`config.mk`:
```
export PLATFORM = sky130hd
export DESIGN_NAME = wb_master
export DESIGN_NICKNAME = d
export VERILOG_FILES = /design/src/verilog/dmem_pkg.sv /design/src/verilog/wb_master.sv
export SDC_FILE = /design/constraint.sdc
export NUM_CORES = 1
export LEC_CHECK = 0
export BUFFER_PORTS_ARGS = -buffer_cell sky130_fd_sc_hd__clkbuf_2
export CAP_MARGIN = 20
export CELL_PAD_IN_SITES_DETAIL_PLACEMENT = 0
export CELL_PAD_IN_SITES_GLOBAL_PLACEMENT = 1
export CORE_MARGIN = 8
export CORE_UTILIZATION = 36
export CTS_CLUSTER_SIZE = 20
export DETAILED_ROUTE_END_ITERATION = 10
export PLACE_DENSITY_LB_ADDON = 0.1
export SYNTH_ARGS = -nofsm -noshare
export SYNTH_HDL_FRONTEND = slang
export SYNTH_SLANG_ARGS = --single-unit
```
`constraint.sdc`:
```
create_clock -name wb_clk_i -period 6.7 [get_ports wb_clk_i]
set_clock_uncertainty 0.1 [all_clocks]
set_input_delay 0.335 -clock wb_clk_i [delete_from_list [all_inputs] [get_ports wb_clk_i]]
set_output_delay 0.335 -clock wb_clk_i [all_outputs]
set_load 0.01 [all_outputs]
```
`src/verilog/dmem_pkg.sv`:
```
package dmem_pkg;

	localparam int DATA_W = 32;
	localparam int SEL_W  = DATA_W / 8;
	localparam int ADR_W  = 32; // core byte address.

	// core side operation, loads first.
	typedef enum logic [2:0] {
		OP_LB  = 3'd0,
		OP_LBU = 3'd1,
		OP_LH  = 3'd2,
		OP_LHU = 3'd3,
		OP_LW  = 3'd4,
		OP_SB  = 3'd5,
		OP_SH  = 3'd6,
		OP_SW  = 3'd7
	} mem_op_e;

	typedef struct packed {
		mem_op_e             op;
		logic [ADR_W-1:0]    addr;
		logic [DATA_W-1:0]   wdata;
	} mem_req_t;

	typedef struct packed {
		logic [DATA_W-1:0]   rdata;
		logic                err; // valid with done.
	} mem_rsp_t;

	// word request towards the bus master.
	typedef struct packed {
		logic                we;
		logic [SEL_W-1:0]    sel;
		logic [ADR_W-3:0]    adr;
		logic [DATA_W-1:0]   wdata;
	} bus_req_t;

endpackage

```
`src/verilog/wb_master.sv`:
```
module wb_master #(
	parameter int ADDRESS_WIDTH = dmem_pkg::ADR_W
) (
	input  logic                          wb_clk_i,
	input  logic                          rst_n_i,
	input  logic                          bus_en_i,
	input  dmem_pkg::bus_req_t            bus_req_i,
	output logic                          bus_done_o,
	output logic                          bus_err_o,
	output logic [dmem_pkg::DATA_W-1:0]   bus_rdata_o,
	output logic                          wb_cyc_o,
	output logic                          wb_stb_o,
	output logic                          wb_we_o,
	output logic [dmem_pkg::SEL_W-1:0]    wb_sel_o,
	output logic [ADDRESS_WIDTH-3:0]      wb_adr_o,
	output logic [dmem_pkg::DATA_W-1:0]   wb_dat_o,
	input  logic                          wb_ack_i,
	input  logic                          wb_stall_i,
	input  logic                          wb_err_i,
	input  logic [dmem_pkg::DATA_W-1:0]   wb_dat_i
);

	typedef enum logic [1:0] {
		M_IDLE,
		M_WRITE_SINGLE,
		M_READ_SINGLE
	} state_e;

	state_e   state_q;
	logic     stb_q;
	logic     start;

	// bus_done_o blocks a restart while the unit still holds bus_en.
	assign start = (state_q == M_IDLE) && bus_en_i && !bus_done_o;

	assign wb_cyc_o = state_q != M_IDLE;
	assign wb_stb_o = stb_q;
	assign wb_we_o = state_q == M_WRITE_SINGLE;

	always_ff @(posedge wb_clk_i or negedge rst_n_i) begin
		if (!rst_n_i) begin
			state_q <= M_IDLE;
			stb_q <= 1'b0;
			bus_done_o <= 1'b0;
			bus_err_o <= 1'b0;
		end else begin
			bus_done_o <= 1'b0;
			case (state_q)
				M_IDLE: begin
					if (start) begin
						state_q <= bus_req_i.we ? M_WRITE_SINGLE : M_READ_SINGLE;
						stb_q <= 1'b1;
						bus_err_o <= 1'b0;
					end
				end
				M_WRITE_SINGLE, M_READ_SINGLE: begin
					if (!bus_en_i) begin
						state_q <= M_IDLE; // aborted by the unit.
						stb_q <= 1'b0;
					end else if (wb_ack_i || wb_err_i) begin
						state_q <= M_IDLE;
						stb_q <= 1'b0;
						bus_done_o <= 1'b1;
						bus_err_o <= wb_err_i;
					end else if (!wb_stall_i) begin
						stb_q <= 1'b0; // request taken.
					end
				end
				default: begin
					state_q <= M_IDLE;
					stb_q <= 1'b0;
				end
			endcase
		end
	end

	always_ff @(posedge wb_clk_i) begin
		if (start) begin
			wb_sel_o <= bus_req_i.sel;
			wb_adr_o <= bus_req_i.adr[ADDRESS_WIDTH-3:0];
			wb_dat_o <= bus_req_i.wdata;
		end
		if (state_q == M_READ_SINGLE && wb_ack_i) begin
			bus_rdata_o <= wb_dat_i;
		end
	end

	a_stb_in_cyc: assert property (@(posedge wb_clk_i) disable iff (!rst_n_i)
		wb_stb_o |-> wb_cyc_o);

	// the slave only answers a cycle that is open.
	a_no_idle_ack: assert property (@(posedge wb_clk_i) disable iff (!rst_n_i)
		(wb_ack_i || wb_err_i) |-> (state_q != M_IDLE));

endmodule

```
==> summary.md <==
| Metric | Value |
|---|---|
| Outcome | `finished clean` |
| Clock latency on the worst-skew pair | `0.35 ns` |
| Fin nets | `458` |
| Main synth FF type | `edfxtp_1` |
| Largest net degree at the start of global routing | `41` |
| Critical Path RT | `about 6.6 ns` |
| Average wire per standard cell | `approximately 19 um` |
| Sw Ratio | `approximately 28%` |
| Drt first-iter violations | `~120` |
| Die X | `111 um` |
| Yosys reg bits | `around 100` |
| Ports | `208` |
| First-pass GRT wire length | `~13 mm` |
| Peak Freq | `384 MHz` |
| Combinational share of power | `a little over a fifth` |
| Post-Place Cells | `approximately 450` |
| Peak supply drop | `roughly 0.15 mV` |
| Final ANT Viol Nets | `0` |
| Ant diodes | `0` |
| DR pass1 iterations | `4` |
| Hold EP | `wb_dat_o[31]$_DFFE_PP_` |
| Chip height | `around 110 um` |
| Register share of total power | `54.3%` |
| Post-cts sizing count | `0` |
| Reg-to-Reg End | `wb_adr_o[26]$_DFFE_PP_` |
| Slew headroom | `between 40% and 50%` |
| Gate Count Post-Synth | `~130` |
| R2r worst-path depth | `5` |
| Mapped Area | `~0.0033 sq mm` |
| H-tree levels | `3` |
| Filler cell count | `737` |
| Post-DP Area | `0.00444 sq mm` |
| Max Cap Viol | `0` |
| CTS tree | `built` |
| Gpl congestion | `between 0.7 and 0.8` |
| Post-synth cell types | `17` |
| FP Rows | `34` |
| Hpwl dp | `7.04 mm` |
| CP Capture Type | `flop` |
| Final Cycle Share | `about two fifths` |
| Min Hold Slack | `approximately 0.048 ns` |
| Num CTS Buffers | `9` |
| Final setup viols | `0` |
| Synth-to-layout area growth | `43.2%` |
| Postcts setup bufs | `0` |
| Detailed-route via count | `2019` |
| Int Pwr | `1200 uW` |
| Final hold violation count | `0` |
| Clock tree buffer depth | `2` |
| Sink Count | `103` |
| Yosys top cell by area | `edfxtp_1` |
| Pleak | `between 0.002 and 0.0025 uW` |
| Total GRT Usage | `between 10% and 20%` |
| Drt total wl | `a little under 9 mm` |
| Syn nets | `between 200 and 250` |
| Worst flop-to-flop path startpoint | `state_q[1]$_DFFE_PN0P_` |
| Min-delay worst type | `primary input to flop` |
| Maximum fanout along the worst path | `40` |
| RSZ-0062 raised after global routing | `no` |
| Clock transition at the registers of the reported paths | `roughly 0.090 ns` |
| Synth area leaders | `edfxtp_1, dfrtp_1, ha_1` |
| Die area | `between 0.01 and 0.015 sq mm` |
| Initial Utilization | `a little under two fifths` |
| Layout Cells excl Fill | `461` |
| Layout cells sized above 1 | `63.5%` |
| Synth Area per Inst | `~25 sq um` |
| Post-layout min period | `between 2 and 3 ns` |
| P_sw | `between 400 and 500 uW` |
| EDFF count, synth | `98` |
| Sequential share of the synthesized area | `94.4%` |
| Pins Over Slew Limit | `0` |
| Min-delay src | `bus_req_i[31]` |
| Initial antenna violation count | `0` |
| Overflow after GRT | `0` |
| Core Box Area | `between 0.008 and 0.009 sq mm` |
| Clk network pwr share | `24.1%` |
| Number of remaining DRC errors | `0` |
| Min-Delay Path Depth | `1` |
| Worst Tran Pin Value | `about 0.77 ns` |
| Vias in the first global route | `2227` |
| CP Class | `flop to flop` |
| Async SR Flop Fraction | `a little under 5%` |
| Final Power | `between 1500 and 2000 uW` |
| Proportion of netlist area held by the largest area contributor | `about 91%` |
| Design area | `0.00465 sq mm` |
| Yosys warns | `0` |
| IO Port Bufs | `just over 200` |
| Worst Setup Start Kind | `flop` |
| Flop2flop setup slack | `4.09 ns` |
| Root buffer cell | `clkbuf_8` |
| Worst EP arrival | `~2.5 ns` |
| Cell Pwr Density | `about 360 mW/mm^2` |
| Vias per Instance | `roughly 4.4` |
| Setup TNS | `0 ns` |
## state kept, by name (all words and copies together), names as in the netlist
signal and count:
wb_stb_o 1, state_q 2, wb_adr_o 30, bus_rdata_o 32, wb_sel_o 4, bus_done_o 1, wb_dat_o 32, bus_err_o 1
## cell usage in the layout, fill, tap and decap left out
cell	Yosys	layout
nand2_1	4	4
clkbuf_1	0	1
buf_4	0	2
o21ai_0	1	1
nand4bb_1	1	1
clkinv_1	0	1
or2b_1	1	1
bufinv_16	0	2
a32oi_2	1	1
nand3_1	1	1
edfxtp_1	98	98
ha_1	3	3
inv_1	3	3
nor2_4	0	1
clkbuf_2	0	207
clkinv_4	0	1
dfrtp_1	5	5
o211ai_1	1	1
dlygate4sd3_1	0	1
and2_1	1	1
clkbuf_8	0	9
nor2_1	4	3
nand2b_2	1	1
a221o_1	1	1
nand4_1	1	1
mux2i_1	2	2
## power groups by stage
stage	Sequential (uW)	Clock, uW	Combinational (uW)
after floorplan	988	0	108
after global placement	915	0	363
after detailed placement	919	0	368
after CTS	905	414	370
after global routing	916	435	392
final	903	401	360
## cell families after synthesis
group | after synthesis | synth area share [%]
compound gates | 4 | 1.19
fa+ha+maj | 3 | 1.15
buf+inv | 3 | 0.346
flops | 103 | 94.4
mux | 2 | 0.616
simple gates | 14 | 2.31
## area by class of cell
cell class / instances / area, sq um / share of cell area, %
clock buffer: 10 / 128 / 2.74
clock inverter: 4 / 72.6 / 1.56
inverter: 3 / 11.3 / 0.242
multi-input combinational: 23 / 179 / 3.84
sequential: 103 / 3070 / 65.9
tap: 108 / 135 / 2.90
timing repair buffer: 210 / 1060 / 22.8
## routing by layer
layer	vias to the layer above	GRT usage, %	wire length, um
met4	0	6.67	150
met3	11	5.09	649
met1	967	14.6	3250
li1	944	-	-
met2	97	24.6	4720
met5	-	0	0
## how the worst max path moves through the flow
stage                      startpoint                     end  slack (ns)  depth (start not counted)
2_1_floorplan  state_q[0]$_DFFE_PN0P_    wb_stb_o$_DFFE_PN0P_        2.45                          5
3_5_place_dp   state_q[0]$_DFFE_PN0P_  wb_dat_o[31]$_DFFE_PP_        4.07                          5
4_1_cts        state_q[0]$_DFFE_PN0P_   wb_sel_o[0]$_DFFE_PP_        4.06                          5
5_1_grt        state_q[0]$_DFFE_PN0P_  wb_dat_o[25]$_DFFE_PP_        3.87                          5
6_report       state_q[1]$_DFFE_PN0P_  wb_adr_o[26]$_DFFE_PP_        4.09                          5
3_3_place_gp   state_q[0]$_DFFE_PN0P_  wb_dat_o[30]$_DFFE_PP_        4.15                          5
## per-stage QoR
| step | setup slack [ns] | utilization, % |
|---|---|---|
| 4_1_cts | 4.06 | 53.4 |
| 2_1_floorplan | 2.45 | - |
| 3_3_place_gp | 4.15 | 51.0 |
| 5_1_grt | 3.87 | 53.4 |
| 3_5_place_dp | 4.07 | 51.0 |
| 6_report | 4.09 | 53.4 |
## critical path, cell delays in order (launching register included)
cell,delay (ns)
dfrtp_1,0.40
inv_1,0.09
ha_1,0.30
inv_1,0.14
nor2_4,0.63
buf_4,0.58
## Yosys cell counts (all sizes together), types with 2 or more instances
library cell / n
ha: 3
mux2i: 2
dfrtp: 5
edfxtp: 98
nor2: 4
inv: 3
nand2: 4
## repair_timing
item,CTS,global route
endpoints found under the hold margin,5,0
hold buffers,1,0
setup endpoints to repair,0,0
Note: power is estimated with default switching activity, not from simulation.
